==> src/l2_cache_settings.svh <==
`ifndef L2_CACHE_SETTINGS_SVH
`define L2_CACHE_SETTINGS_SVH

// Processor word addresses are 16 bits wide.
`define L2_ADDR_W 16

// A line is 32 bytes, moved as one transfer on both sides.
`define L2_LINE_W 256

// Cache geometry.
`define L2_SETS 16
`define L2_WAYS 4

// Address fields. Bits 4:0 select a byte in the line.
`define L2_IDX_LO 5
`define L2_TAG_LO 9

`endif

==> src/l2_cache_pkg.sv <==
`include "l2_cache_settings.svh"

package l2_cache_pkg;

    typedef logic [`L2_ADDR_W-1:0] l2_word;
    typedef logic [`L2_ADDR_W-`L2_TAG_LO-1:0] l2_tag;
    typedef logic [`L2_TAG_LO-`L2_IDX_LO-1:0] l2_index;
    typedef logic [$clog2(`L2_WAYS)-1:0] l2_way;
    typedef logic [`L2_LINE_W-1:0] l2_line;

    typedef enum logic [2:0] {
        idle,
        hit_respond,
        victim_capture,
        wait_buffer,
        line_fill
    } l2_ctrl_state;

    typedef enum logic [1:0] {
        owner_none,
        owner_buffer,
        owner_fill
    } l2_bus_owner;

endpackage : l2_cache_pkg

==> src/eviction_write_buffer.sv <==
`include "l2_cache_settings.svh"

module eviction_write_buffer
(
    input  logic                 clk,
    input  logic                 reset,
    input  logic                 buf_load,
    input  l2_cache_pkg::l2_tag  victim_tag,
    input  l2_cache_pkg::l2_word mem_address,
    input  l2_cache_pkg::l2_line victim_data,
    input  logic                 wb_done,
    output logic                 buf_empty,
    output logic                 wb_req,
    output l2_cache_pkg::l2_word wb_address,
    output l2_cache_pkg::l2_line wb_data
);

    logic full;

    // The controller only loads an empty buffer, so load and done never meet.
    always_ff @(posedge clk)
    begin
        if (reset)
            full <= 1'b0;
        else if (buf_load)
            full <= 1'b1;
        else if (wb_done)
            full <= 1'b0;
    end

    // The victim shares the set index of the current request.
    always_ff @(posedge clk)
    begin
        if (buf_load)
        begin
            wb_address <= {victim_tag,
                           mem_address[`L2_TAG_LO-1:`L2_IDX_LO],
                           {`L2_IDX_LO{1'b0}}};
            wb_data <= victim_data;
        end
    end

    // A held line asks for the bus until memory takes it.
    assign wb_req = full;
    assign buf_empty = ~full;

endmodule : eviction_write_buffer

==> config.mk <==
export PLATFORM = sky130hd
export DESIGN_NAME = eviction_write_buffer
export DESIGN_NICKNAME = d
export VERILOG_FILES = /design/src/l2_cache_pkg.sv /design/src/eviction_write_buffer.sv
export VERILOG_INCLUDE_DIRS = /design/src
export SDC_FILE = /design/constraint.sdc
export NUM_CORES = 1
export LEC_CHECK = 0
export ABC_CLOCK_PERIOD_IN_PS = 800
export BUFFER_PORTS_ARGS = -buffer_cell sky130_fd_sc_hd__clkbuf_2
export CAP_MARGIN = 5
export CORE_AREA = 5 5 215 217
export CTS_BUF_LIST = sky130_fd_sc_hd__clkbuf_8
export CTS_CLUSTER_SIZE = 12
export DETAILED_ROUTE_END_ITERATION = 12
export DIE_AREA = 0 0 220 222
export PLACE_DENSITY_LB_ADDON = 0.3
export RECOVER_POWER = 25
export SYNTH_ARGS = -nofsm -noshare
export SYNTH_HDL_FRONTEND = slang
export SYNTH_SLANG_ARGS = --single-unit
==> constraint.sdc <==
create_clock -name clk -period 0.8 [get_ports clk]
set_input_delay 0.04 -clock clk [delete_from_list [all_inputs] [get_ports clk]]
set_output_delay 0.04 -clock clk [all_outputs]
set_load 0.1 [all_outputs]
# Word level (Yosys, flattened, before mapping)
# Cells that the tools add are included.
[classes]
muxes = 2
bitwise_logic = 1
reduce_logical = 1
[ops]
columns = ["op", "n"]
rows = [
  ["$mux W1", 2],
  ["$reduce_bool A2 Y1", 1],
  ["$not A1 Y1", 1],
]
[word_totals]
regBits = 268
wordCells = 7

# Depth between registers and ports, before layout
[depth]
ltp_word = 2
ltp_mapped = 2
mapped_depth_nobuf = 2

# Worst setup path before layout
# OpenSTA, ideal clock, no wires.
[synth_timing]
path_type = "register to output"
from = "register full, in the netlist wb_req"
to = "output port buf_empty"
path_stages_with_launch = 2
setup_slack_ns = -0.874
n_path_buf = 0
arrival_ns = 1.634
required_ns = 0.760
path_cell_list = "dfxtp_1 -> inv_1"
[synth_via]
elab_chain_len = 1
[synth_rtl]
columns = ["item", "line", "source"]
rows = [
  ["from (decl)", "eviction_write_buffer.sv:18", "logic full;"],
  ["from (signal assigned)", "eviction_write_buffer.sv:24", "full <= 1'b0;"],
  ["from (signal assigned)", "eviction_write_buffer.sv:26", "full <= 1'b1;"],
  ["from (signal assigned)", "eviction_write_buffer.sv:28", "full <= 1'b0;"],
  ["$not A1 Y1", "eviction_write_buffer.sv:45", "assign buf_empty = ~full;"],
  ["to (decl)", "eviction_write_buffer.sv:12", "output logic buf_empty,"],
]
# Every way passes these cells.

# Final worst setup path
[layout_timing]
from = "register wb_data[113]"
to = "output port wb_data[113]"
[layout_lines]
columns = ["item", "line", "source"]
rows = [
  ["from (decl)", "eviction_write_buffer.sv:15", "output l2_cache_pkg::l2_line wb_data"],
  ["from (signal assigned)", "eviction_write_buffer.sv:39", "wb_data <= victim_data;"],
]
# No word-level cell between the ends.

==> results.sh <==
export IMPL_clock_skew_ns=0
export IMPL_yosysWarnings=0
export IMPL_finalCritPeriodShare_pct=163
export IMPL_dpl_cell_area_mm2=0.0159
export IMPL_slowest_stage="edfxtp_1"
export IMPL_netlist_area_mm2=0.00810
export IMPL_grt_use_total_pct=12.4
export IMPL_grt_pass1_wl_um=45200
export IMPL_final_setup_viol_count=537
export IMPL_violations="setup timing"
export IMPL_wl_per_cell_um=17.5
export IMPL_postCtsSetupRepairBufs=0
export IMPL_via_per_inst=3.51
export IMPL_path_clk_slew_ns=0.05
export IMPL_clock_latency_ns=0.57
export IMPL_max_freq_mhz=769
export IMPL_hold_violations=0
export IMPL_dp_hpwl_um=23700
export IMPL_drive_gt1_share_pct=52.7
export IMPL_drv_cap=0
export IMPL_worstSetupStartpoint="wb_data[113]"
export IMPL_die_y_um=222
export IMPL_start_kind="flip-flop"
export IMPL_worstRegToRegCells=2
export IMPL_dr_pass1_iters=4
export IMPL_powerDensity_mw_per_mm2=2300
export IMPL_rsz0062_at_grt="yes"
export IMPL_syn_to_final_growth_pct=141
export IMPL_wl_um=31600
export IMPL_synth_seq_cells=268
export IMPL_switching_share_pct=35.4
export IMPL_antenna_found_initial=4
export IMPL_syn_inst=278
export IMPL_max_clock_path_buffers=3
export IMPL_cp_data_required_time_ns=0.76
export IMPL_io_pin_count=557
export IMPL_initial_core_util_pct=18.4
export IMPL_reg2reg_from="wb_req"
export IMPL_root_buffer="clkbuf_8"
export IMPL_power_frac_seq_pct=39.3
export IMPL_layout_commonest_cell="buf_12"
export IMPL_gr_total_overflow=0
export IMPL_critical_path_arrival_ns=1.26
export IMPL_final_nets=1451
export IMPL_gp_congestion=0.776
export IMPL_power_frac_comb_pct=33.0
export IMPL_drt_iter0_markers=235
export IMPL_stdcell_area_mm2=0.0195
export IMPL_cp_end_kind="output port"
export IMPL_finalWorstSetupSlack_ns=-0.501
export IMPL_clock_power_share_pct=27.7
export IMPL_cts_sink_count=268
export IMPL_hp_class="primary input to flip-flop"
export IMPL_slew_violations=0
export IMPL_setup_worst_path_class="flip-flop to output port"
export IMPL_grt_pass1_vias=7270
export IMPL_max_stage_delay_ns=0.47
export IMPL_die_area_mm2=0.0488
export IMPL_status="complete, but fails checks"
export IMPL_syn_avg_cell_area_um2=29.1
export IMPL_cts_repair_resized=0
export IMPL_cts_buffers=49
export IMPL_path_buf_inv=1
export IMPL_p_leak_nw=8.12
export IMPL_cts_tree="yes"
export IMPL_rows=77
export IMPL_critPathTopFamily="flip-flops"
export IMPL_yosysUniqueCellTypes=7
export IMPL_cts_max_level=2
export IMPL_crit_chain="buf_12"
export IMPL_p_int_mw=29.1
export IMPL_ir_drop_mv=2.03
export IMPL_design_core_area_mm2=0.0439
export IMPL_io_buffers=539
export IMPL_vias=6314
export IMPL_crit_cells=1
export IMPL_period_minus_slack_ns=1.30
export IMPL_worst_path_max_fanout=1
export IMPL_reg2reg_slack_ns=0.18
export IMPL_die_w_um=220
export IMPL_layout_common_cells="275 x buf_12, 271 x dlygate4sd3_1, 269 x clkbuf_2"
export IMPL_ant_nets=0
export IMPL_switchingPower_mw=16.0
export IMPL_route_detailed_drc=0
export IMPL_crit_end="wb_data[113]"
export IMPL_grt_max_degree=44
export IMPL_r2r_end="wb_req"
export IMPL_pre_cts_ws_ns=-0.0928
export IMPL_ys_seq_area_share_pct=99.2
export IMPL_utilization_pct=44.5
==> per-stage QoR <==
| step | instances | hold slack (ns) | setup TNS [ns] | power, mW |
|---|---|---|---|---|
| after floorplan | 282 | 0.0933 | -38.74 | 25.4 |
| after global placement | 1438 | 0.203 | -6.05 | 31.7 |
| after detailed placement | 1438 | 0.195 | -8.03 | 31.8 |
| after CTS | 1795 | 0.0704 | -218.63 | 45.7 |
| after global routing | 1800 | 0.0782 | -169.91 | 46.7 |
| final | 1800 | 0.170 | -153.86 | 45.0 |
==> power groups by stage <==
stage | Clock [mW] | Sequential (mW) | Combinational, mW
after floorplan | 0 | 25.2 | 0.152
after global routing | 13.8 | 17.8 | 15.2
final | 12.5 | 17.7 | 14.8
after global placement | 0 | 17.9 | 13.8
after CTS | 13.1 | 17.7 | 14.9
after detailed placement | 0 | 18.0 | 13.8
==> logic make-up after synthesis <==
group | count (synthesis) | synth area share, %
AND/OR/NAND/NOR | 1 | 0.0773
other | 1 | 0.0463
flip-flops | 268 | 99.2
AO/OA/AOI/OAI | 1 | 0.108
buffers and inverters | 7 | 0.556
==> flip-flops by register name (all words and copies together), names as in the netlist <==
| register | count |
|---|---|
| wb_data | 256 |
| wb_address | 11 |
| wb_req | 1 |
==> worst register-to-register path: cells and delay by family, from the launching register on <==
family	cells	cell delay, ns
compound gates	1	0.11
flops	1	0.37
simple gates	1	0.07
==> layer usage <==
layer  vias to the layer above  global-route usage [%]  routed length (um)
li1                       2917                       -                   -
met1                      3003                    11.7               10100
met2                       343                    23.0               17200
met3                        51                    6.21                3480
met4                         0                    4.11                 799
met5                         -                       0                   0
==> layout make-up <==
type	instances	area, um2
well taps	592	741
fillers	3809	24400
diodes	4	10.0
clock buffers	51	702
multi-input cells	7	33.8
flip-flops and latches	268	8040
clock inverters	36	231
inverters	2	11.3
repair buffers	840	9760
==> Yosys cell counts <==
cell type | instances | area, um2
a21oi_2 | 1 | 8.76
buf_4 | 5 | 37.5
conb_1 | 1 | 3.75
dfxtp_1 | 1 | 20.0
edfxtp_1 | 267 | 8020
inv_1 | 2 | 7.51
nand2b_1 | 1 | 6.26
==> worst min-delay path by stage <==
stage                        end  slack [ns]  startpoint  cells past startpoint
final                     wb_req        0.17       reset                      3
after global routing      wb_req        0.08       reset                      3
after detailed placement  wb_req        0.19       reset                      2
after floorplan           wb_req        0.09       reset                      1
after CTS                 wb_req        0.07       reset                      3
after global placement    wb_req        0.20       reset                      2
==> what timing repair did <==
item	in CTS	in global routing
endpoints found under the setup margin	269	537
hold endpoints to repair	396	107
hold buffers	270	2
cloned	0	0
Power figures use the tool's default switching activity.
