<file path="src/l2_cache_settings.svh">
`ifndef L2_CACHE_SETTINGS_SVH
`define L2_CACHE_SETTINGS_SVH

// Processor word addresses are 16 bits wide.
`define L2_ADDR_W 16

// A line is 32 bytes, moved as one transfer on both sides.
`define L2_LINE_W 256

// Cache geometry.
`define L2_SETS 16
`define L2_WAYS 4

// Address fields. Bits 4:0 select a byte in the line.
`define L2_IDX_LO 5
`define L2_TAG_LO 9

`endif

</file>
<file path="src/l2_cache_pkg.sv">
`include "l2_cache_settings.svh"

package l2_cache_pkg;

    typedef logic [`L2_ADDR_W-1:0] l2_word;
    typedef logic [`L2_ADDR_W-`L2_TAG_LO-1:0] l2_tag;
    typedef logic [`L2_TAG_LO-`L2_IDX_LO-1:0] l2_index;
    typedef logic [$clog2(`L2_WAYS)-1:0] l2_way;
    typedef logic [`L2_LINE_W-1:0] l2_line;

    typedef enum logic [2:0] {
        idle,
        hit_respond,
        victim_capture,
        wait_buffer,
        line_fill
    } l2_ctrl_state;

    typedef enum logic [1:0] {
        owner_none,
        owner_buffer,
        owner_fill
    } l2_bus_owner;

endpackage : l2_cache_pkg

</file>
<file path="src/l2_cache_control.sv">
`include "l2_cache_settings.svh"

module l2_cache_control
(
    input  logic                 clk,
    input  logic                 reset,
    input  l2_cache_pkg::l2_word mem_address,
    input  logic                 mem_read,
    input  logic                 mem_write,
    input  logic                 hit,
    input  logic                 victim_dirty,
    input  logic                 buf_empty,
    input  logic                 fill_done,
    output logic                 mem_resp,
    output logic                 ld_line,
    output logic                 ld_write,
    output logic                 ld_lru,
    output logic                 buf_load,
    output logic                 fill_req
);

    l2_cache_pkg::l2_ctrl_state state;
    l2_cache_pkg::l2_ctrl_state next_state;
    logic [`L2_ADDR_W-`L2_IDX_LO-1:0] req_line;
    logic request;
    logic same_line;

    assign request = mem_read | mem_write;

    // The line seen in idle must still be the one asked for when we answer.
    assign same_line = (mem_address[`L2_ADDR_W-1:`L2_IDX_LO] == req_line);

    always_comb
    begin
        mem_resp = 1'b0;
        ld_line = 1'b0;
        ld_write = 1'b0;
        ld_lru = 1'b0;
        buf_load = 1'b0;
        fill_req = 1'b0;

        case (state)
            l2_cache_pkg::hit_respond:
            begin
                if (request && hit && same_line)
                begin
                    mem_resp = 1'b1;
                    ld_lru = 1'b1;
                    ld_write = mem_write;
                end
            end
            l2_cache_pkg::victim_capture:
            begin
                buf_load = 1'b1;
            end
            l2_cache_pkg::line_fill:
            begin
                fill_req = 1'b1;
                ld_line = fill_done;
            end
            default: ;
        endcase
    end

    always_comb
    begin
        next_state = state;

        case (state)
            l2_cache_pkg::idle:
            begin
                if (request && hit)
                    next_state = l2_cache_pkg::hit_respond;
                else if (request && victim_dirty && buf_empty)
                    next_state = l2_cache_pkg::victim_capture;
                else if (request && victim_dirty)
                    next_state = l2_cache_pkg::wait_buffer;
                else if (request)
                    next_state = l2_cache_pkg::line_fill;
            end
            l2_cache_pkg::wait_buffer:
            begin
                if (buf_empty)
                    next_state = l2_cache_pkg::victim_capture;
            end
            l2_cache_pkg::victim_capture:
            begin
                next_state = l2_cache_pkg::line_fill;
            end
            l2_cache_pkg::line_fill:
            begin
                // The filled line makes the held request hit from idle.
                if (fill_done)
                    next_state = l2_cache_pkg::idle;
            end
            default:
            begin
                next_state = l2_cache_pkg::idle;
            end
        endcase
    end

    always_ff @(posedge clk)
    begin
        if (reset)
            state <= l2_cache_pkg::idle;
        else
            state <= next_state;
    end

    always_ff @(posedge clk)
    begin
        if (state == l2_cache_pkg::idle)
            req_line <= mem_address[`L2_ADDR_W-1:`L2_IDX_LO];
    end

endmodule : l2_cache_control

</file>
<file path="config.mk">
export PLATFORM = sky130hd
export DESIGN_NAME = l2_cache_control
export DESIGN_NICKNAME = d
export VERILOG_FILES = /design/src/l2_cache_pkg.sv /design/src/l2_cache_control.sv
export VERILOG_INCLUDE_DIRS = /design/src
export SDC_FILE = /design/constraint.sdc
export NUM_CORES = 1
export LEC_CHECK = 0
export ABC_AREA = 0
export ABC_CLOCK_PERIOD_IN_PS = 2800
export BUFFER_PORTS_ARGS = -buffer_cell sky130_fd_sc_hd__buf_4
export CAP_MARGIN = 20
export CORE_MARGIN = 2
export CORE_UTILIZATION = 35
export DETAILED_ROUTE_END_ITERATION = 16
export GPL_TIMING_DRIVEN = 0
export PLACE_DENSITY = 0.69
export SYNTH_ARGS = -nofsm -noshare
export SYNTH_HDL_FRONTEND = slang
export SYNTH_SLANG_ARGS = --single-unit
</file>
<file path="constraint.sdc">
create_clock -name clk -period 2.8 [get_ports clk]
set_input_delay 0 -clock clk [delete_from_list [all_inputs] [get_ports clk]]
set_output_delay 0 -clock clk [all_outputs]
set_load 0.03 [all_outputs]
</file>
======== Word level (Yosys, flattened, before mapping) ========
Index checks and enable logic that the tools add are counted.
cells by class
  add/subtract/negate cells ............... 0
  multipliers ............................. 0
  divide/modulo/power cells ............... 0
  magnitude comparators ................... 0
  eq/ne operators ......................... 8
  shift operators ......................... 0
  multiplexer cells ....................... 14
  bitwise operators ....................... 1
  reductions and logical operators ........ 6
operator list
  operator            count
  $mux 3              6
  $pmux 3 s4          1
  $eq 11x11->1        1
  $mux 1              7
  $eq 3x2->1 const B  2
  $ne 5x5->1 const B  1
  $logic_and 1x1->1   4
  $ne 2x2->1 const B  2
  $eq 3x1->1 const B  1
  $eq 3x3->1 const B  1
  $logic_not 3->1     1
  $reduce_and 3->1    1
  $or 1x1->1          1
storage, ports and cells
  register bits after elaboration ......... 14
  latch bits .............................. 0
  RAM bits ................................ 0
  ROM bits ................................ 0
  bits of input ports ..................... 24
  logic and storage cells ................. 31
  memories kept ........................... 0

======== Depth between registers and ports, before layout ========
Gate-level depths: netlist of the first run.
  word-level depth ........................ 6
  gate-level depth with buffers ........... 4

======== Worst setup path after synthesis of the first run ========
Ideal clock, no wire load.
  path kind ............................... register to output
  start point ............................. register state[0]
  end point ............................... output port mem_resp
  arrival time ............................ 2,126 ps
  data required time ...................... 2,800 ps
  path slack .............................. 674 ps
  cell stages (with the launch flop) ...... 5
  path buffers ............................ 1
  cells stage by stage .................... dfxtp_1 > and4bb_2 > nand4_1 > nor4_1 > buf_4
on the way
  word-level cells in the longest chain between the ends .. 2
RTL lines
  what                      line                     source
  start: declaration        l2_cache_control.sv:22   l2_cache_pkg::l2_ctrl_state state;
  start signal: assignment  l2_cache_control.sv:106  state <= l2_cache_pkg::idle;
  start signal: assignment  l2_cache_control.sv:108  state <= next_state;
  $eq 3x1->1                -
  $mux 1                    -
  end: declaration          l2_cache_control.sv:14   output logic mem_resp,
No other way between the ends.

======== Final worst setup path of the first run ========
  start point ............................. register state[0]
  end point ............................... output port mem_resp
on the way
  word-level cells in the longest chain between the ends .. 2
RTL lines
  what        line                    source
  $eq 3x1->1  l2_cache_control.sv:42  case (state)
  $mux 1      l2_cache_control.sv:42
No other way between the ends.

==> results_tabular.tex, run 1 <==
\begin{tabular}{lr}
\hline
Metric & Value \\
\hline
\multicolumn{2}{l}{\textbf{Synthesis}} \\
Flip-flop and latch count after synthesis & 14 \\
Area share of the leading cell type in the synthesized netlist & 0.4809 \\
Synth area leaders & edfxtp\_1 (48\%), xnor2\_1 (14\%), dfxtp\_1 (8.7\%), nand4\_1 (2.7\%), a211oi\_1 (2.2\%) \\
Count of mapped cells out of synthesis & 57 \\
Largest area contributor in the netlist & edfxtp\_1 \\
Average instance area after synthesis & 12.05 µm² \\
Register area share after synthesis & 0.5683 \\
Number of warnings issued by yosys & 0 \\
Number of distinct library cells after synthesis & 24 \\
Syn\_nets & 81 \\
Area of the mapped netlist & 686.9 µm² \\
\multicolumn{2}{l}{\textbf{Pwr}} \\
Power Density & 486.1 mW/mm² \\
Final total power & 0.0005115 W \\
Peak supply drop & 0.4771 mV \\
Cell internal power dissipation & 0.0003765 W \\
Static leakage & slightly above 0.4 nW \\
Sw frac & 0.2641 \\
Fraction of power consumed by the clock network & 0.229 \\
Part of the total power dissipated in sequential elements & 0.534 \\
Switching power total & around 0.00014 W \\
Portion of total power attributed to combinational logic & 0.236 \\
\multicolumn{2}{l}{\textbf{Drt}} \\
Total wire length after detailed routing & 1.443 mm \\
DRC violations left & 0 \\
Detailed-router iteration count before antenna repair & 4 \\
Number of DRC violations after detailed-routing iteration 0 & 7 \\
Final ANT Viol Nets & 0 \\
Average wire per cell in the routed design & 11.54 µm \\
Via/cell ratio & approximately 4.6 \\
Routed vias & 570 \\
\multicolumn{2}{l}{\textbf{Global routing}} \\
First-pass GRT wire length & 2.456 mm \\
Maximum number of pins on one net before global-route repair & 11 \\
Total global routing track utilization & 0.1409 \\
Remaining global-route overflow & 0 \\
Number of antenna violations at the first check in global routing & 0 \\
Number of global-route vias before repair & 554 \\
\multicolumn{2}{l}{\textbf{Layout}} \\
Most common library cell in the layout ignoring fill and taps & buf\_4 \\
Proportion of layout cells with a drive suffix above 1 & 0.3265 \\
Area Overhead vs Synth & 53.19\% \\
Final cell area excluding filler cells & roughly 0.0011 mm² \\
Antenna Diode Count & 0 \\
Final layout net count & 123 \\
Most frequent cells in the layout & buf\_4 (25), dlygate4sd3\_1 (12), xnor2\_1 (11), edfxtp\_1 (11) \\
\multicolumn{2}{l}{\textbf{Floorplan}} \\
Row count & 16 \\
Die H & 48.30 µm \\
Core ar. & 0.001902 mm² \\
Starting density of the core & 0.3612 \\
Width of the chip & 48.30 µm \\
Number of top-level design ports & 30 \\
Area of the die & between 0.002 and 0.0025 mm² \\
\multicolumn{2}{l}{\textbf{Clock tree}} \\
Number of cells upsized or downsized after cts & 0 \\
Num CTS Buffers & 3 \\
Hold buffers post-CTS & 12 \\
Register clock-pin slew on the reported worst setup and hold paths & 0.08 ns \\
CTS sink count & 14 \\
CTS tree & done \\
Setup Buffers After CTS & 0 \\
Clock Tree Root & clkbuf\_4 \\
Clk\_lat worst skew & 0.28 ns \\
Buffer depth of the longest clock path & 2 \\
H-tree level count & 1 \\
\multicolumn{2}{l}{\textbf{STA}} \\
Final worst path period need & 1.894 ns \\
Final Hold Fails & 0 \\
Max Clk Rate & about 530 MHz \\
Final Slew Violations & 0 \\
Least-Margin Pin Slew & between 0.6 and 0.7 ns \\
Setup TNS after final layout & 0 ns \\
Final setup vio count & 0 \\
Worst rel slew slack & 0.5577 \\
Fraction of the cycle the final worst path needs & 0.6763 \\
Worst Clk Skew & 0.0004513 ns \\
RSZ-0062 raised after global routing & false \\
\multicolumn{2}{l}{\textbf{Job}} \\
Maximum capacitance violations & 0 \\
\multicolumn{2}{l}{\textbf{Setup path}} \\
Kind of end point of the critical path & primary output \\
Worst EP arrival & 1.89 ns \\
Worst Path Max Fanout & 8 \\
Kind of critical path & reg -> out \\
Startpoint kind of the worst setup timing path & flip-flop \\
CP required & 2.80 ns \\
\multicolumn{2}{l}{\textbf{Placement}} \\
Port Buffer Count & 24 \\
Final weighted congestion of routability-driven global placement & 0.7431 \\
Post-Place Cell Area & 905.9 µm² \\
Hpwl dp & 1.014 mm \\
\multicolumn{2}{l}{\textbf{Status}} \\
Result of the run & finished, final reports clean \\
\multicolumn{2}{l}{\textbf{Worst hold path}} \\
Path category of the worst min-delay check & in -> reg \\
\hline
\end{tabular}
-- final timing paths --
| path | slack (ns) | from | end | cells after the start |
|---|---|---|---|---|
| max reg2reg | 1.14 | state[2]$_SDFFE_PP0P_ | req_line[3]$_DFFE_PP_ | 3 |
| max | 0.91 | state[0]$_SDFFE_PP0P_ | mem_resp | 5 |
| min reg2reg | 0.56 | state[1]$_SDFFE_PP0P_ | state[1]$_SDFFE_PP0P_ | 2 |
| min | 0.04 | buf_empty | state[2]$_SDFFE_PP0P_ | 4 |
-- synth_stat cells --
cell type,count
nor2_1,4
nand3b_1,2
nor3b_1,1
nor2b_1,1
clkbuf_1,1
o21ai_0,1
nor4_1,2
a21oi_1,1
and3_1,1
nand4_1,3
or4_4,1
xnor2_1,11
a211oi_1,2
buf_4,1
inv_1,1
and4bb_2,1
o311ai_0,1
dfxtp_1,3
nand4bb_1,1
nand2_1,4
nor3_1,1
and2_1,1
a21oi_2,1
edfxtp_1,11
-- final cells by class --
type / count / area (µm²)
Multi-Input combinational cell: 40 / 281.5
Timing Repair Buffer: 37 / 305.3
Buffer: 2 / 11.26
Fill cell: 165 / 849.6
Sequential cell: 14 / 390.4
Clock buffer: 3 / 22.52
Clock inverter: 1 / 3.754
Tap cell: 27 / 33.78
Inverter: 1 / 3.754
-- state kept, by name, indices dropped and copies added, names as in the netlist --
| signal | cells |
|---|---|
| state | 3 |
| req_line | 11 |
-- worst max-delay path, stage by stage (launching register included) --
cell and delay (ns):
dfxtp_1 0.46, and4bb_2 0.25, nand4_1 0.09, nor4_1 0.47, buf_4 0.19, buf_4 0.15
-- metrics by stage --
| stage | utilization | setup slack, ns | cells | hold slack [ns] |
|---|---|---|---|---|
| after floorplan | - | 0.6736 | 57 | 0.07276 |
| after global placement | 0.4737 | 0.7950 | 108 | 0.1891 |
| after detailed placement | 0.4763 | 1.120 | 109 | 0.1870 |
| after CTS | 0.5533 | 0.9207 | 125 | 0.03360 |
| after global routing | 0.5533 | 0.8205 | 125 | 0.03753 |
| final | 0.5533 | 0.9065 | 125 | 0.03967 |
-- power groups by stage --
stage / Sequential [W] / Clock [W] / Combinational (W)
floorplan: 0.000275 / 0 / 0.0000658
global placement: 0.000278 / 0 / 0.000104
detailed placement: 0.000279 / 0 / 0.000108
CTS: 0.000274 / 0.000121 / 0.000122
global route: 0.000278 / 0.000133 / 0.000134
finish: 0.000273 / 0.000117 / 0.000121
-- kinds of logic after synthesis --
kind of cell / after synthesis / share of synthesized area
simple gates: 23 / 0.2076
flops: 14 / 0.5683
xor+xnor: 11 / 0.1403
compound gates: 6 / 0.06192
buf+inv: 3 / 0.02185
-- per-layer routing --
| layer | wire length (µm) | GRT usage |
|---|---|---|
| met4 | 15 | 0.04286 |
| met2 | 749 | 0.2222 |
| met1 | 592 | 0.1670 |
| met3 | 86 | 0.07407 |
| met5 | 0 | 0 |
No activity file was read; power rests on OpenSTA's default activity.
==> run 2, diff against run 1 <==
--- a/config.mk
+++ b/config.mk
@@ -7,14 +7,14 @@
 export NUM_CORES = 1
 export LEC_CHECK = 0
 export ABC_AREA = 0
-export ABC_CLOCK_PERIOD_IN_PS = 2800
+export ABC_CLOCK_PERIOD_IN_PS = 1620
 export BUFFER_PORTS_ARGS = -buffer_cell sky130_fd_sc_hd__buf_4
 export CAP_MARGIN = 20
 export CORE_MARGIN = 2
 export CORE_UTILIZATION = 35
 export DETAILED_ROUTE_END_ITERATION = 16
 export GPL_TIMING_DRIVEN = 0
-export PLACE_DENSITY = 0.69
+export PLACE_DENSITY = 0.71
 export SYNTH_ARGS = -nofsm -noshare
 export SYNTH_HDL_FRONTEND = slang
 export SYNTH_SLANG_ARGS = --single-unit
==> constraint.sdc (replaced) <==
create_clock -name clk -period 1.62 [get_ports clk]
set_input_delay 0 -clock clk [delete_from_list [all_inputs] [get_ports clk]]
set_output_delay 0 -clock clk [all_outputs]
set_load 0.03 [all_outputs]
==> results_tabular.tex, run 2 (synthesis results as in run 1) <==
\begin{tabular}{lr}
\hline
Metric & Value \\
\hline
\multicolumn{2}{l}{\textbf{Status}} \\
Result of the run & finished with violations \\
Violations in the final reports & setup timing \\
\multicolumn{2}{l}{\textbf{Setup path}} \\
CP required & 1.62 ns \\
Crit path cell chain & xnor2\_2 > nand4\_1 > nor4\_4 > buf\_4 > buf\_6 \\
Kind of end point of the critical path & primary output \\
R2r endpoint & req\_line[4]\$\_DFFE\_PP\_ \\
RR Startpoint & state[2]\$\_SDFFE\_PP0P\_ \\
FF-to-FF path depth & 3 \\
Crit-path max cell delay & between 0.4 and 0.5 ns \\
Register-to-register setup slack & 0.18 ns \\
Worst EP arrival & 1.68 ns \\
Cell depth of the worst setup path & 5 \\
Worst Path Max Fanout & 2 \\
Buf/Inv on CP & 2 \\
Library cell contributing the largest single delay on the critical path & edfxtp\_1 \\
Startpoint kind of the worst setup timing path & flip-flop \\
Kind of critical path & reg -> out \\
Worst path top cell family by delay & simple AND/OR/NAND/NOR gates \\
\multicolumn{2}{l}{\textbf{Drt}} \\
Routed vias & 584 \\
Average wire per cell in the routed design & 12.07 µm \\
Via/cell ratio & roughly 4.6 \\
DRC violations left & 0 \\
Number of DRC violations after detailed-routing iteration 0 & 9 \\
Final ANT Viol Nets & 0 \\
Total wire length after detailed routing & 1.545 mm \\
Detailed-router iteration count before antenna repair & 4 \\
\multicolumn{2}{l}{\textbf{STA}} \\
Worst rel slew slack & 0.7443 \\
Final Slew Violations & 0 \\
RSZ-0062 raised after global routing & true \\
Fraction of the cycle the final worst path needs & 1.035 \\
Least-Margin Pin Slew & 0.3835 ns \\
Setup TNS after final layout & -0.09004 ns \\
Worst Clk Skew & 0.003293 ns \\
Final Hold Fails & 0 \\
Worst setup slack after layout & -0.05630 ns \\
Final worst path period need & 1.676 ns \\
Max Clk Rate & 596.6 MHz \\
Final setup vio count & 2 \\
\multicolumn{2}{l}{\textbf{Clock tree}} \\
CTS tree & done \\
Register clock-pin slew on the reported worst setup and hold paths & 0.09 ns \\
H-tree level count & 1 \\
CTS sink count & 14 \\
Clock Tree Root & clkbuf\_4 \\
Clk\_lat worst skew & between 0.2 and 0.3 ns \\
Buffer depth of the longest clock path & 2 \\
Num CTS Buffers & 3 \\
\multicolumn{2}{l}{\textbf{Layout}} \\
FF/Latch Area & between 300 and 400 µm² \\
Proportion of layout cells with a drive suffix above 1 & 0.4158 \\
Most frequent cells in the layout & buf\_4 (27), dlygate4sd3\_1 (12), edfxtp\_1 (11), xnor2\_1 (10) \\
Most common library cell in the layout ignoring fill and taps & buf\_4 \\
Antenna Diode Count & 0 \\
Multi-input logic area & 315.3 µm² \\
Number of flip-flops under the largest register name & 11 \\
Area Overhead vs Synth & 64.48\% \\
Largest registers & req\_line x11, state x3 \\
Final layout net count & 126 \\
Fill cells & 172 \\
Largest Register & req\_line \\
\multicolumn{2}{l}{\textbf{Floorplan}} \\
Row count & 16 \\
Width of the chip & about 48 µm \\
Starting density of the core & 0.3612 \\
Core ar. & 0.001902 mm² \\
Area of the die & 0.002333 mm² \\
Number of top-level design ports & 30 \\
Die H & $\sim$48 µm \\
\multicolumn{2}{l}{\textbf{Global routing}} \\
Number of antenna violations at the first check in global routing & 0 \\
Maximum number of pins on one net before global-route repair & 11 \\
Number of global-route vias before repair & 536 \\
Total global routing track utilization & 0.1279 \\
Remaining global-route overflow & 0 \\
First-pass GRT wire length & 2.263 mm \\
\multicolumn{2}{l}{\textbf{Worst hold path}} \\
End point of the most critical hold path & state[1]\$\_SDFFE\_PP0P\_ \\
Hold Crit Start & victim\_dirty \\
Path category of the worst min-delay check & in -> reg \\
Hold depth & 3 \\
\multicolumn{2}{l}{\textbf{Placement}} \\
Final weighted congestion of routability-driven global placement & 0.7308 \\
DP Worst Slack & -0.04633 ns \\
Hpwl dp & $\sim$1.1 mm \\
Port Buffer Count & 24 \\
\multicolumn{2}{l}{\textbf{Job}} \\
Maximum capacitance violations & 0 \\
\multicolumn{2}{l}{\textbf{Pwr}} \\
Static leakage & 0.4381 nW \\
Peak supply drop & 0.5228 mV \\
Power Density & $\sim$840 mW/mm² \\
\hline
\end{tabular}
## run 2: cell count changes in the layout (fill, tap and decap cells not counted), sizes merged
cell / before / now
buf: 26 / 29
clkbuf: 4 / 5
clkinv: 1 / 0
## run 2: metrics by stage
step | cells | hold slack [ns] | utilization | area, µm² | total power (W)
detailed placement | 109 | 0.1903 | 0.4796 | 912.1 | 0.0006716
global route | 128 | 0.03243 | 0.5941 | 1130 | 0.001006
global placement | 108 | 0.1870 | 0.4770 | 907.1 | 0.0006609
floorplan | 57 | 0.07276 | - | 693.2 | 0.0005910
CTS | 125 | 0.01673 | 0.5678 | 1080 | 0.0009517
finish | 128 | 0.02308 | 0.5941 | 1130 | 0.0009538
## run 2: layer usage
layer	wire length [µm]	GRT usage
met5	0	0
met4	7	0.07143
met3	73	0.02778
met2	855	0.2176
met1	609	0.1497
## run 2: power breakdown
part           total [W]  internal [W]  switching, W
clock network   0.000251      0.000137      0.000114
logic           0.000229      0.000124      0.000105
registers       0.000474      0.000447     0.0000269
total           0.000954      0.000708      0.000246
## run 2: final cells by class
| cell class | count | share of cell area |
|---|---|---|
| flip-flops and latches | 14 | 0.3522 |
| inverters | 1 | 0.003322 |
| clock buffers | 4 | 0.03212 |
| plain buffers | 2 | 0.009967 |
| multi-input cells | 40 | 0.2791 |
| repair buffers | 40 | 0.2935 |
| well taps | 27 | 0.02990 |
## run 2: worst min-delay path, delay by kind of cell
family / cells / cell delay (ns)
buf+inv: 1 / 0.12
compound gates: 1 / 0.07
simple gates: 1 / 0.09
## run 2: worst max-delay path by stage
stage | start | to | slack [ns]
after global routing | req_line[6]$_DFFE_PP_ | mem_resp | -0.13
after global placement | state[2]$_SDFFE_PP0P_ | req_line[10]$_DFFE_PP_ | -0.38
after floorplan | state[0]$_SDFFE_PP0P_ | mem_resp | -0.13
final | req_line[6]$_DFFE_PP_ | mem_resp | -0.06
after CTS | req_line[6]$_DFFE_PP_ | mem_resp | -0.04
after detailed placement | state[2]$_SDFFE_PP0P_ | req_line[2]$_DFFE_PP_ | -0.05
## run 2: what timing repair did
item,in CTS,in global routing
setup buffers,0,3
resized for setup,4,5
pin swaps,3,4
endpoints found under the setup margin,11,3
endpoints found under the hold margin,14,0
hold buffers,12,0
