File: src/l2_cache_settings.svh
`ifndef L2_CACHE_SETTINGS_SVH
`define L2_CACHE_SETTINGS_SVH

// Processor word addresses are 16 bits wide.
`define L2_ADDR_W 16

// A line is 32 bytes, moved as one transfer on both sides.
`define L2_LINE_W 256

// Cache geometry.
`define L2_SETS 16
`define L2_WAYS 4

// Address fields. Bits 4:0 select a byte in the line.
`define L2_IDX_LO 5
`define L2_TAG_LO 9

`endif

File: src/l2_cache_pkg.sv
`include "l2_cache_settings.svh"

package l2_cache_pkg;

    typedef logic [`L2_ADDR_W-1:0] l2_word;
    typedef logic [`L2_ADDR_W-`L2_TAG_LO-1:0] l2_tag;
    typedef logic [`L2_TAG_LO-`L2_IDX_LO-1:0] l2_index;
    typedef logic [$clog2(`L2_WAYS)-1:0] l2_way;
    typedef logic [`L2_LINE_W-1:0] l2_line;

    typedef enum logic [2:0] {
        idle,
        hit_respond,
        victim_capture,
        wait_buffer,
        line_fill
    } l2_ctrl_state;

    typedef enum logic [1:0] {
        owner_none,
        owner_buffer,
        owner_fill
    } l2_bus_owner;

endpackage : l2_cache_pkg

File: src/pmem_arbiter.sv
`include "l2_cache_settings.svh"

module pmem_arbiter
(
    input  logic                 clk,
    input  logic                 reset,
    input  logic                 wb_req,
    input  l2_cache_pkg::l2_word wb_address,
    input  l2_cache_pkg::l2_line wb_data,
    input  logic                 fill_req,
    input  l2_cache_pkg::l2_word fill_address,
    input  l2_cache_pkg::l2_line pmem_rdata,
    input  logic                 pmem_resp,
    output logic                 wb_done,
    output logic                 fill_done,
    output l2_cache_pkg::l2_line fill_data,
    output l2_cache_pkg::l2_word pmem_address,
    output logic                 pmem_read,
    output logic                 pmem_write,
    output l2_cache_pkg::l2_line pmem_wdata
);

    l2_cache_pkg::l2_bus_owner owner;

    // The buffer goes first, so a fill never reads a line still being written back.
    always_ff @(posedge clk)
    begin
        if (reset)
        begin
            owner <= l2_cache_pkg::owner_none;
            pmem_read <= 1'b0;
            pmem_write <= 1'b0;
        end
        else if (owner == l2_cache_pkg::owner_none)
        begin
            if (wb_req)
            begin
                owner <= l2_cache_pkg::owner_buffer;
                pmem_write <= 1'b1;
            end
            else if (fill_req)
            begin
                owner <= l2_cache_pkg::owner_fill;
                pmem_read <= 1'b1;
            end
        end
        else if (pmem_resp)
        begin
            owner <= l2_cache_pkg::owner_none;
            pmem_read <= 1'b0;
            pmem_write <= 1'b0;
        end
    end

    assign pmem_address = (owner == l2_cache_pkg::owner_buffer) ? wb_address : fill_address;
    assign pmem_wdata = (owner == l2_cache_pkg::owner_buffer) ? wb_data : {`L2_LINE_W{1'b0}};

    assign wb_done = pmem_resp && (owner == l2_cache_pkg::owner_buffer);
    assign fill_done = pmem_resp && (owner == l2_cache_pkg::owner_fill);
    assign fill_data = pmem_rdata;

endmodule : pmem_arbiter
File: config.mk
export PLATFORM = sky130hd
export DESIGN_NAME = pmem_arbiter
export DESIGN_NICKNAME = d
export VERILOG_FILES = /design/src/l2_cache_pkg.sv /design/src/pmem_arbiter.sv
export VERILOG_INCLUDE_DIRS = /design/src
export SDC_FILE = /design/constraint.sdc
export NUM_CORES = 1
export LEC_CHECK = 0
export BUFFER_PORTS_ARGS = -buffer_cell sky130_fd_sc_hd__buf_2
export CAP_MARGIN = 20
export CORE_AREA = 2 2 415 417
export CTS_CLUSTER_DIAMETER = 30
export DETAILED_ROUTE_END_ITERATION = 10
export DIE_AREA = 0 0 417 419
export PLACE_DENSITY_LB_ADDON = 0.08
export SETUP_SLACK_MARGIN = 0.3
export SYNTH_ARGS = -nofsm -noshare
export SYNTH_HDL_FRONTEND = slang
export SYNTH_SLANG_ARGS = --single-unit
File: constraint.sdc
create_clock -name clk -period 1.98 [get_ports clk]
set_clock_uncertainty 0.1 [all_clocks]
set_input_delay 0.099 -clock clk [delete_from_list [all_inputs] [get_ports clk]]
set_output_delay 0.099 -clock clk [all_outputs]
set_load 0.03 [all_outputs]
# ---- After elaboration in Yosys (flattened, before gate mapping)
# Index checks and enable logic that the tools add are counted.
dict set report word_totals {
  reg_bits 4
  ram_bits 0
  memories 0
  mem_bits_ro 0
  latch_bits 0
}
dict set report classes {
  magnitude_cmp 0
  n_eq_ne 6
  n_reduce_logical 7
  add_sub_neg 0
  n_mul 0
  shifts 0
  bitwise 0
  n_mux 12
  n_div 0
}
# cell count
set ops {}
lappend ops {{$mux W256} 1}
lappend ops {{$mux W16} 1}
lappend ops {{$mux W2} 4}
lappend ops {{$mux W1} 6}
lappend ops {{$ne A2 B2 Y1 const B} 3}
lappend ops {{$reduce_and A2 Y1} 2}
lappend ops {{$ne A3 B3 Y1 const B} 1}
lappend ops {{$reduce_and A3 Y1} 1}
lappend ops {{$eq A2 B1 Y1 const B} 1}
lappend ops {{$eq A2 B2 Y1 const B} 1}
lappend ops {{$logic_and A1 B1 Y1} 2}
lappend ops {{$logic_not A2 Y1} 1}
lappend ops {{$reduce_bool A2 Y1} 1}

# ---- Depth between registers and ports, before layout
# Gate-level depths: netlist of the first run.
dict set report logic_depth {
  depth_word 3
  ltp_mapped 4
  mapped_depth_nobuf 2
}

# ---- Least setup slack after synthesis of the first run
# OpenSTA, ideal clock, no wires.
dict set report synth_path {
  kind {flip-flop to output port}
  from {register owner[0]}
  to {output pmem_address[10]}
  t_arrival_ns 1.177
  n_path_buf 2
  path_slack_ns 0.604
  path_stages_with_launch 5
  cell_sequence {dfxtp_1 -> nor2b_4 -> buf_6 -> buf_8 -> mux2_4}
}
dict set report synth_between {
  elab_chain_cells 2
}
# element line_no
set synth_rtl {}
lappend synth_rtl {{start, declared} pmem_arbiter.sv:23} ;# l2_cache_pkg::l2_bus_owner owner;
lappend synth_rtl {{start signal, assigned} pmem_arbiter.sv:30} ;# owner <= l2_cache_pkg::owner_none;
lappend synth_rtl {{start signal, assigned} pmem_arbiter.sv:38} ;# owner <= l2_cache_pkg::owner_buffer;
lappend synth_rtl {{start signal, assigned} pmem_arbiter.sv:43} ;# owner <= l2_cache_pkg::owner_fill;
lappend synth_rtl {{$eq A2 B1 Y1} pmem_arbiter.sv:55} ;# assign pmem_address = (owner == l2_cache_pkg::owner_buffer) ? wb_address : fill_address;
lappend synth_rtl {{$mux W16} pmem_arbiter.sv:55}
lappend synth_rtl {{end, declared} pmem_arbiter.sv:17} ;# output l2_cache_pkg::l2_word pmem_address,
# No other way between the ends.

# ---- Worst setup path after layout of the first run
dict set report layout_path {
  from {register owner[0]}
  to {output pmem_address[8]}
}
# The elaborated chain is that of the path after synthesis.

==> results of run 1 <==
layout make-up:
class | count | area share (%)
Multi-Input combinational cell | 288 | 20.6
Antenna cell | 16 | 0.385
Timing Repair Buffer | 621 | 50.6
Sequential cell | 4 | 0.817
Clock buffer | 3 | 0.721
Tap cell | 2233 | 26.8
kinds of logic (layout without fill, tap and decap cells):
logic type | Yosys count | count (layout) | synth area share (%)
simple gates | 267 | 267 | 40.9
other cells | 0 | 16 | 0
compound gates | 5 | 5 | 0.698
flops | 4 | 4 | 1.94
buf+inv | 286 | 624 | 50.9
mux | 16 | 16 | 5.55
metal layers:
metal | track usage (%) | vias up
li1 | - | 2184
met1 | 6.74 | 2345
met2 | 11.5 | 494
met3 | 6.01 | 219
met4 | 1.33 | 122
met5 | 0 | -
registers in the layout, summed over array words and instances (netlist names):
name and count:
pmem_write 1, pmem_read 1, owner 2
worst max-delay path: stages, from the launching register on:
cell and delay, ns:
dfxtp_4 0.33, nor2b_4 0.15, buf_12 0.13, buf_16 0.11, buf_16 0.15, buf_8 0.13
mux2_4 0.32, buf_6 0.15
layout by cell type (no fill, tap or decap), drive strengths merged:
master	count
a21oi	2
and2	257
buf	617
clkbuf	7
dfxtp	4
diode	16
mux2	16
nand2	1
nand2b	2
nor2	1
nor2b	1
o21a	1
o21ai	1
o22ai	1
or2b	2
or3b	1
or4b	2
repair_timing:
| item | CTS | global route |
|---|---|---|
| cloned | 13 | 3 |
| endpoints found under the setup margin | 273 | 273 |
| gates resized for setup | 366 | 64 |
| setup buffers | 18 | 9 |
| pin swaps | 25 | 0 |
power groups by stage:
stage	Sequential [mW]	Clock, mW	Combinational (mW)
3_5_place_dp	0.0960	0	2.09
2_1_floorplan	0.103	0	1.97
3_3_place_gp	0.0955	0	2.10
6_report	0.0934	0.311	2.72
4_1_cts	0.0936	0.316	2.73
5_1_grt	0.0944	0.324	2.88
worst paths after layout:
check                                        startpoint                       to  slack, ns  cells past startpoint
worst min register to register  pmem_write$_SDFFE_PP0P_  pmem_write$_SDFFE_PP0P_       0.38                      2
worst max register to register    owner[0]$_SDFFE_PP0P_  pmem_write$_SDFFE_PP0P_       0.58                      3
worst min-delay path                              reset    owner[0]$_SDFFE_PP0P_      0.006                      2
worst max-delay path              owner[0]$_SDFFE_PP0P_          pmem_address[8]       0.05                      7
through the flow:
step	cells	setup TNS (ns)	area [µm²]	hold slack, ns
5_1_grt	3153	-0.0579	10400	0.0190
3_3_place_gp	3103	0	8250	0.0982
3_5_place_dp	3103	0	8250	0.0982
4_1_cts	3137	0	10100	0.00673
2_1_floorplan	578	0	4120	0.0681
6_report	3165	0	10400	0.00582
==> metrics.yaml, run 1 <==
yosys.area.top_type_share_pct: 47.0
dp_slack_ns: 0.136
outcome: "completed"
grt_pass1_wl_um: 76600
start_kind: "register"
fmax_mhz: 518
power_frac_seq_pct: 3.0
route.met2.wl_um: 30400
tightestPinTransition_ns: 0.380
clock_path_buffers: 2
power.internal_mw: 1.62
drtIter0Drc: 170
dieWidth_um: 417
die-area_um2: 175000
portBuffers: 568
power_density_nw_per_um2: 300
drt-vias-per-instance: 1.69
clk_latency_ns: 0.22
crit_arrival_ns: 1.73
gp_congestion: 0.763
synth_commonest_cells: "258 x buf_4, 257 x and2_1, 25 x clkbuf_2, 13 x mux2_4, 4 x dfxtp_1"
ys_ff_latch: 4
cts.sinks: 4
pin_count: 1081
rsz0062_at_grt: "true"
drive_gt1_share_pct: 78.9
async_flop_share_pct: 0
dr.pass1.iters: 4
finalMaxSlewViolations: 0
power.total_mw: 3.12
rows: 152
area_delta_synth_final_pct: 153
grt_overflow: 0
detailed_place_hpwl_um: 58600
switching_share_pct: 48.2
yosysTopAreaCell: "buf_4"
cp.required_ns: 1.78
synth_area_leaders: "buf_4 47%, and2_1 39%, mux2_4 4.7%, clkbuf_2 3.0%, dfxtp_1 1.9%"
die_h_um: 419
period_share_pct: 97.5
syn-cell-area_um2: 4120
cts_buffers: 3
totalWireLength_um: 65200
start_util_pct: 2.42
dr_wl_met3_um: 12100
critPathMaxFanout: 7
regArea_um2: 85.1
yosysMostFrequentCell: "buf_4"
syn_inst: 578
cts_tree: "done"
power.net_switching_mw: 1.50
highest_layer: "met5"
vias: 5364
fin_crit_ns: 1.93
coreArea_um2: 171000
cp-end-kind: "output pin"
cts_root_buf: "clkbuf_16"
ys_types: 20
p_leak_nw: 4.39
grt_pass1_vias: 5476
fin_ws_ns: 0.0488
setup_violations: 0
hold_class: "primary input to register"
worstSetupPathType: "register to output pin"
hold_viol_final: 0
avgSynthCellArea_um2: 7.13
postLayoutCoreUtil_pct: 6.10
slew_headroom_pct: 74.6
clockPowerShare_pct: 10.0
cts_hold_buffers: 0
wl_per_cell_um: 20.6
drt-met1-wl_um: 20600
fillCellCount: 20100
synth_edf_count: 0
combPwrFrac_pct: 87.0
ys_seq_area_share_pct: 1.94
ir_worst_vdd_mv: 0.114
nets: 1467
grt_max_degree: 102
clk_pin_slew_ns: 0.03
multi_input_area_um2: 2150
antenna_found_initial: 104
synth_warnings: 0
antenna_left: 0
drc: 0
synthesis.nets: 1127
synthFlopType: "dfxtp_1"
track_usage_pct: 7.02
drv_cap: 0
cts-htree-levels: 1
Note: power is estimated with default switching activity, not from simulation.
==> inputs of run 2 (changes only) <==
--- a/config.mk
+++ b/config.mk
@@ -10,6 +10,7 @@
 export CAP_MARGIN = 20
 export CORE_AREA = 2 2 415 417
 export CTS_CLUSTER_DIAMETER = 30
+export CTS_CLUSTER_SIZE = 40
 export DETAILED_ROUTE_END_ITERATION = 10
 export DIE_AREA = 0 0 417 419
 export PLACE_DENSITY_LB_ADDON = 0.08
==> constraint.sdc (replaced) <==
create_clock -name clk -period 1.98 [get_ports clk]
set_clock_uncertainty 0.1 [all_clocks]
set_input_delay 0.099 -clock clk [delete_from_list [all_inputs] [get_ports clk]]
set_output_delay 0.099 -clock clk [all_outputs]
set_load 0.05 [all_outputs]
==> run 2 against run 1 <==
Net effect: clock power is essentially flat; largest cell class unchanged; first-iteration DRC count is 2.4% higher; clock-buffer cell count stayed put; design area grew 20%; hold slack gained 0.092 ns; die area stayed put; sequential share of layout area decreased by 0.14 points; cell count up 0.38%; highest routed layer unchanged.
==> metrics.yaml, run 2 (synthesis results as in run 1) <==
r2r_start: "owner[0]$_SDFFE_PP0P_"
fin_tns_setup_ns: 0
track_usage_pct: 7.13
reg2reg_to: "pmem_write$_SDFFE_PP0P_"
use_met2_pct: 11.6
cp-end-kind: "output pin"
vias: 5497
clk_pin_slew_ns: 0.03
dr.pass1.iters: 4
cts_buffers: 3
power_density_nw_per_um2: 342
cp_num_cells: 7
drv_cap: 0
p_leak_nw: 5.03
cp_common_cell: "buf_12"
slew_headroom_pct: 73.1
crit_chain: "nor2b_4 > buf_6 > buf_12 > buf_16 > buf_12 > mux2_4 > buf_8"
drt-vias-per-instance: 1.73
path_buf_inv: 5
r2r_cells: 3
top_register: "owner"
ir_worst_vdd_mv: 0.194
tightestPinTransition_ns: 0.406
postLayoutCoreUtil_pct: 7.32
start_kind: "register"
worstSetupPathType: "register to output pin"
hp-start: "pmem_rdata[146]"
max_stage_delay_ns: 0.34
cts-htree-levels: 1
crit_path_start: "owner[0]$_SDFFE_PP0P_"
cts.sinks: 4
portBuffers: 568
antenna_left: 0
finalMaxSlewViolations: 0
area_delta_synth_final_pct: 203
clk_latency_ns: 0.22
clock_path_buffers: 2
grt_pass1_vias: 5553
crit_arrival_ns: 1.74
dpl.cell_count: 3102
grt_overflow: 0
die-area_um2: 175000
detailed_place_hpwl_um: 58500
drive_gt1_share_pct: 90.6
wl_per_cell_um: 21.5
final_common_cell: "buf_2"
hold_class: "primary input to output pin"
fin_crit_ns: 1.94
final_cells: 3177
grtUsageMet1_pct: 7.37
drtIter0Drc: 174
cts_tree: "done"
start_util_pct: 2.42
use_met3_pct: 5.30
grt_pass1_wl_um: 77800
period_share_pct: 97.8
drc: 0
pin_count: 1081
antenna_found_initial: 99
hold_viol_final: 0
rows: 152
die_h_um: 419
largest_reg_flops: 2
rsz0062_at_grt: "true"
fmax_mhz: 516
critPathMaxFanout: 6
outcome: "completed"
crit_slowest_cell: "dfxtp_4"
gp_congestion: 0.769
dieWidth_um: 417
reg.largest.list: "owner: 2 flops, pmem_read: 1 flops, pmem_write: 1 flops"
grt_max_degree: 41
rrSetupSlack_ns: 0.55
nets: 1483
totalWireLength_um: 68200
worstSetupEndpoint: "pmem_address[10]"
mostFrequentLayoutCells: "295 x buf_2, 184 x and2_4, 107 x buf_12"
grt.busiest_layer: "met2"
coreArea_um2: 171000
cp_top_family: "buffers and inverters"
cp.required_ns: 1.78
setup_violations: 0
cts_root_buf: "clkbuf_16"
## run 2: cell count changes in the layout (fill, tap and decap cells not counted), moves of 44 or more
cell	change
and2_1	-106
and2_4	+106
buf_2	-92
buf_6	-44
buf_8	+92
buf_12	+61
## run 2: worst min path at each step
stage	slack, ns	end	depth (start not counted)
floorplan	0.07	owner[0]$_SDFFE_PP0P_	1
global placement	0.1	fill_data[112]	0
detailed placement	0.1	fill_data[112]	0
CTS	0.1	fill_data[112]	0
global route	0.1	fill_data[118]	0
finish	0.1	fill_data[146]	0
## run 2: power breakdown
| part | internal, mW | switching [mW] | total (mW) |
|---|---|---|---|
| Combinational | 1.79 | 2.09 | 3.87 |
| Clock | 0.258 | 0.0530 | 0.311 |
| Sequential | 0.0884 | 0.00557 | 0.0940 |
## run 2: stage by stage
step	setup WS [ns]	power [mW]	hold slack, ns	instance area [µm²]
global placement	0.149	2.93	0.0983	9200
finish	0.0434	4.28	0.0980	12500
CTS	0.0430	3.82	0.0983	10800
global route	-0.0120	4.46	0.0981	12500
detailed placement	0.130	2.93	0.0983	9200
floorplan	0.493	2.96	0.0681	4120
## run 2: cell type report
class | instances | area [µm²]
Sequential cell | 4 | 85.1
Tap cell | 2233 | 2790
Timing Repair Buffer | 637 | 7100
Antenna cell | 12 | 30.0
Multi-Input combinational cell | 288 | 2410
Fill cell | 19900 | 158000
Clock buffer | 3 | 75.1
## run 2: per-layer routing
layer	wire, µm	up-vias
met4	1330	102
met2	31800	497
met1	23900	2482
met3	10400	196
li1	-	2220
met5	681	-
## run 2: repair_timing
action | in CTS | in global routing
resized for setup | 308 | 471
pin swaps | 32 | 47
cloned | 14 | 16
setup endpoints to repair | 271 | 273
endpoints found under the hold margin | 1 | 0
setup buffers | 15 | 14
hold buffers | 1 | 0
==> inputs of run 3 (changes only) <==
--- a/config.mk
+++ b/config.mk
@@ -14,6 +14,7 @@
 export DETAILED_ROUTE_END_ITERATION = 10
 export DIE_AREA = 0 0 417 419
 export PLACE_DENSITY_LB_ADDON = 0.08
+export RECOVER_POWER = 100
 export SETUP_SLACK_MARGIN = 0.3
 export SYNTH_ARGS = -nofsm -noshare
 export SYNTH_HDL_FRONTEND = slang
==> run 3 against run 2 <==
Net effect: utilization about the same; global-route usage unchanged; flip-flop and latch count unchanged; total power about the same; first-iteration DRC count unchanged; register-to-register slack about the same; hold slack unchanged; routed wire length about the same; die area unchanged; non-clock buffer count unchanged; clock power about the same; critical endpoint unchanged; largest power group unchanged.
==> metrics.yaml, run 3 (synthesis results as in run 1) <==
crit_chain: "nor2b_4 > buf_6 > buf_12 > buf_16 > buf_12 > mux2_4 > buf_8"
power.total_mw: 4.28
mostFrequentLayoutCells: "291 x buf_2, 184 x and2_4, 107 x buf_12"
finalMaxSlewViolations: 0
drt-vias-per-instance: 1.73
final_cells: 3177
gp_congestion: 0.769
dpl.cell_count: 3102
nets: 1483
grt_pass1_vias: 5553
reg.largest.list: "owner: 2 flops, pmem_read: 1 flops, pmem_write: 1 flops"
clk_latency_ns: 0.22
antenna_left: 0
hold_class: "primary input to output pin"
r2r_start: "owner[0]$_SDFFE_PP0P_"
grt_max_degree: 41
clock_path_buffers: 2
crit_arrival_ns: 1.74
outcome: "completed"
slew_headroom_pct: 48.8
drtIter0Drc: 174
rsz0062_at_grt: "true"
portBuffers: 568
cp_common_cell: "buf_12"
dieWidth_um: 417
max_stage_delay_ns: 0.34
track_usage_pct: 7.13
worstSetupPathType: "register to output pin"
fin_ws_ns: 0.0435
setup_violations: 0
largest_reg_flops: 2
p_leak_nw: 5.02
crit_path_start: "owner[0]$_SDFFE_PP0P_"
cts_root_buf: "clkbuf_16"
dr.pass1.iters: 4
coreArea_um2: 171000
hold_viol_final: 0
totalWireLength_um: 68200
cp-end-kind: "output pin"
cts_buffers: 3
drc: 0
final_common_cell: "buf_2"
detailed_place_hpwl_um: 58500
fin_crit_ns: 1.94
vias: 5499
dp_slack_ns: 0.130
power_density_nw_per_um2: 342
cts.sinks: 4
fmax_mhz: 516
antenna_found_initial: 99
die-area_um2: 175000
cp.required_ns: 1.78
grt_pass1_wl_um: 77800
cts_tree: "done"
ir_worst_vdd_mv: 0.194
area_delta_synth_final_pct: 203
period_share_pct: 97.8
crit_slowest_cell: "dfxtp_4"
wl_per_cell_um: 21.5
critPathMaxFanout: 6
rows: 152
drv_cap: 0
drive_gt1_share_pct: 90.2
die_h_um: 419
start_util_pct: 2.42
hp-start: "pmem_rdata[146]"
start_kind: "register"
grt_overflow: 0
top_register: "owner"
clk_pin_slew_ns: 0.03
cts-htree-levels: 1
tightestPinTransition_ns: 0.771
pin_count: 1081
## run 3: changes by cell type in the layout (fill, tap and decap cells not counted)
cell,before,now
buf_2,295,291
clkbuf_1,0,3
clkbuf_2,0,1
## run 3: layer usage
layer | vias to the layer above | routed length [µm] | track usage, %
li1 | 2220 | - | -
met3 | 196 | 10400 | 5.30
met2 | 497 | 31800 | 11.6
met4 | 102 | 1330 | 1.33
met1 | 2484 | 23900 | 7.37
met5 | - | 681 | 0
## run 3: timing repair
| item | 4_1_cts | 5_1_grt |
|---|---|---|
| setup endpoints to repair | 271 | 273 |
| pin swaps | 32 | 47 |
| resized for setup | 308 | 471 |
| hold endpoints to repair | 1 | 0 |
| buffers inserted | 15 | 14 |
| hold buffers | 1 | 0 |
| cloned | 14 | 16 |
## run 3: area by class of cell
type,count,area (µm²)
Tap cell,2233,2790
Clock buffer,3,75.1
Sequential cell,4,85.1
Multi-Input combinational cell,288,2410
Timing Repair Buffer,637,7090
Antenna cell,12,30.0
Fill cell,19900,158000
## run 3: path summary, 6_finish.rpt
path	endpoint	slack, ns	depth (start not counted)
worst max-delay path	pmem_address[10]	0.04	7
worst min-delay path	fill_data[146]	0.1	0
worst max register to register	pmem_write$_SDFFE_PP0P_	0.55	3
worst min register to register	pmem_write$_SDFFE_PP0P_	0.39	2
## run 3: power by group
group	switching (mW)	internal [mW]
Clock	0.0529	0.258
Combinational	2.09	1.78
Sequential	0.00569	0.0884
## run 3: metrics by stage
step	hold slack (ns)	instance area, µm²	TNS [ns]	utilization, %
floorplan	0.0681	4120	0	-
global placement	0.0983	9200	0	5.39
detailed placement	0.0983	9200	0	5.39
CTS	0.0983	10800	0	6.31
global route	0.0981	12500	-0.0575	7.31
finish	0.0980	12500	0	7.32
## run 3: worst max-delay path, delay by kind of cell, from the launching register on
family	cells	cell delay [ns]
flip-flops	1	0.34
AND/OR/NAND/NOR	1	0.18
buffers and inverters	5	0.67
multiplexers	1	0.31
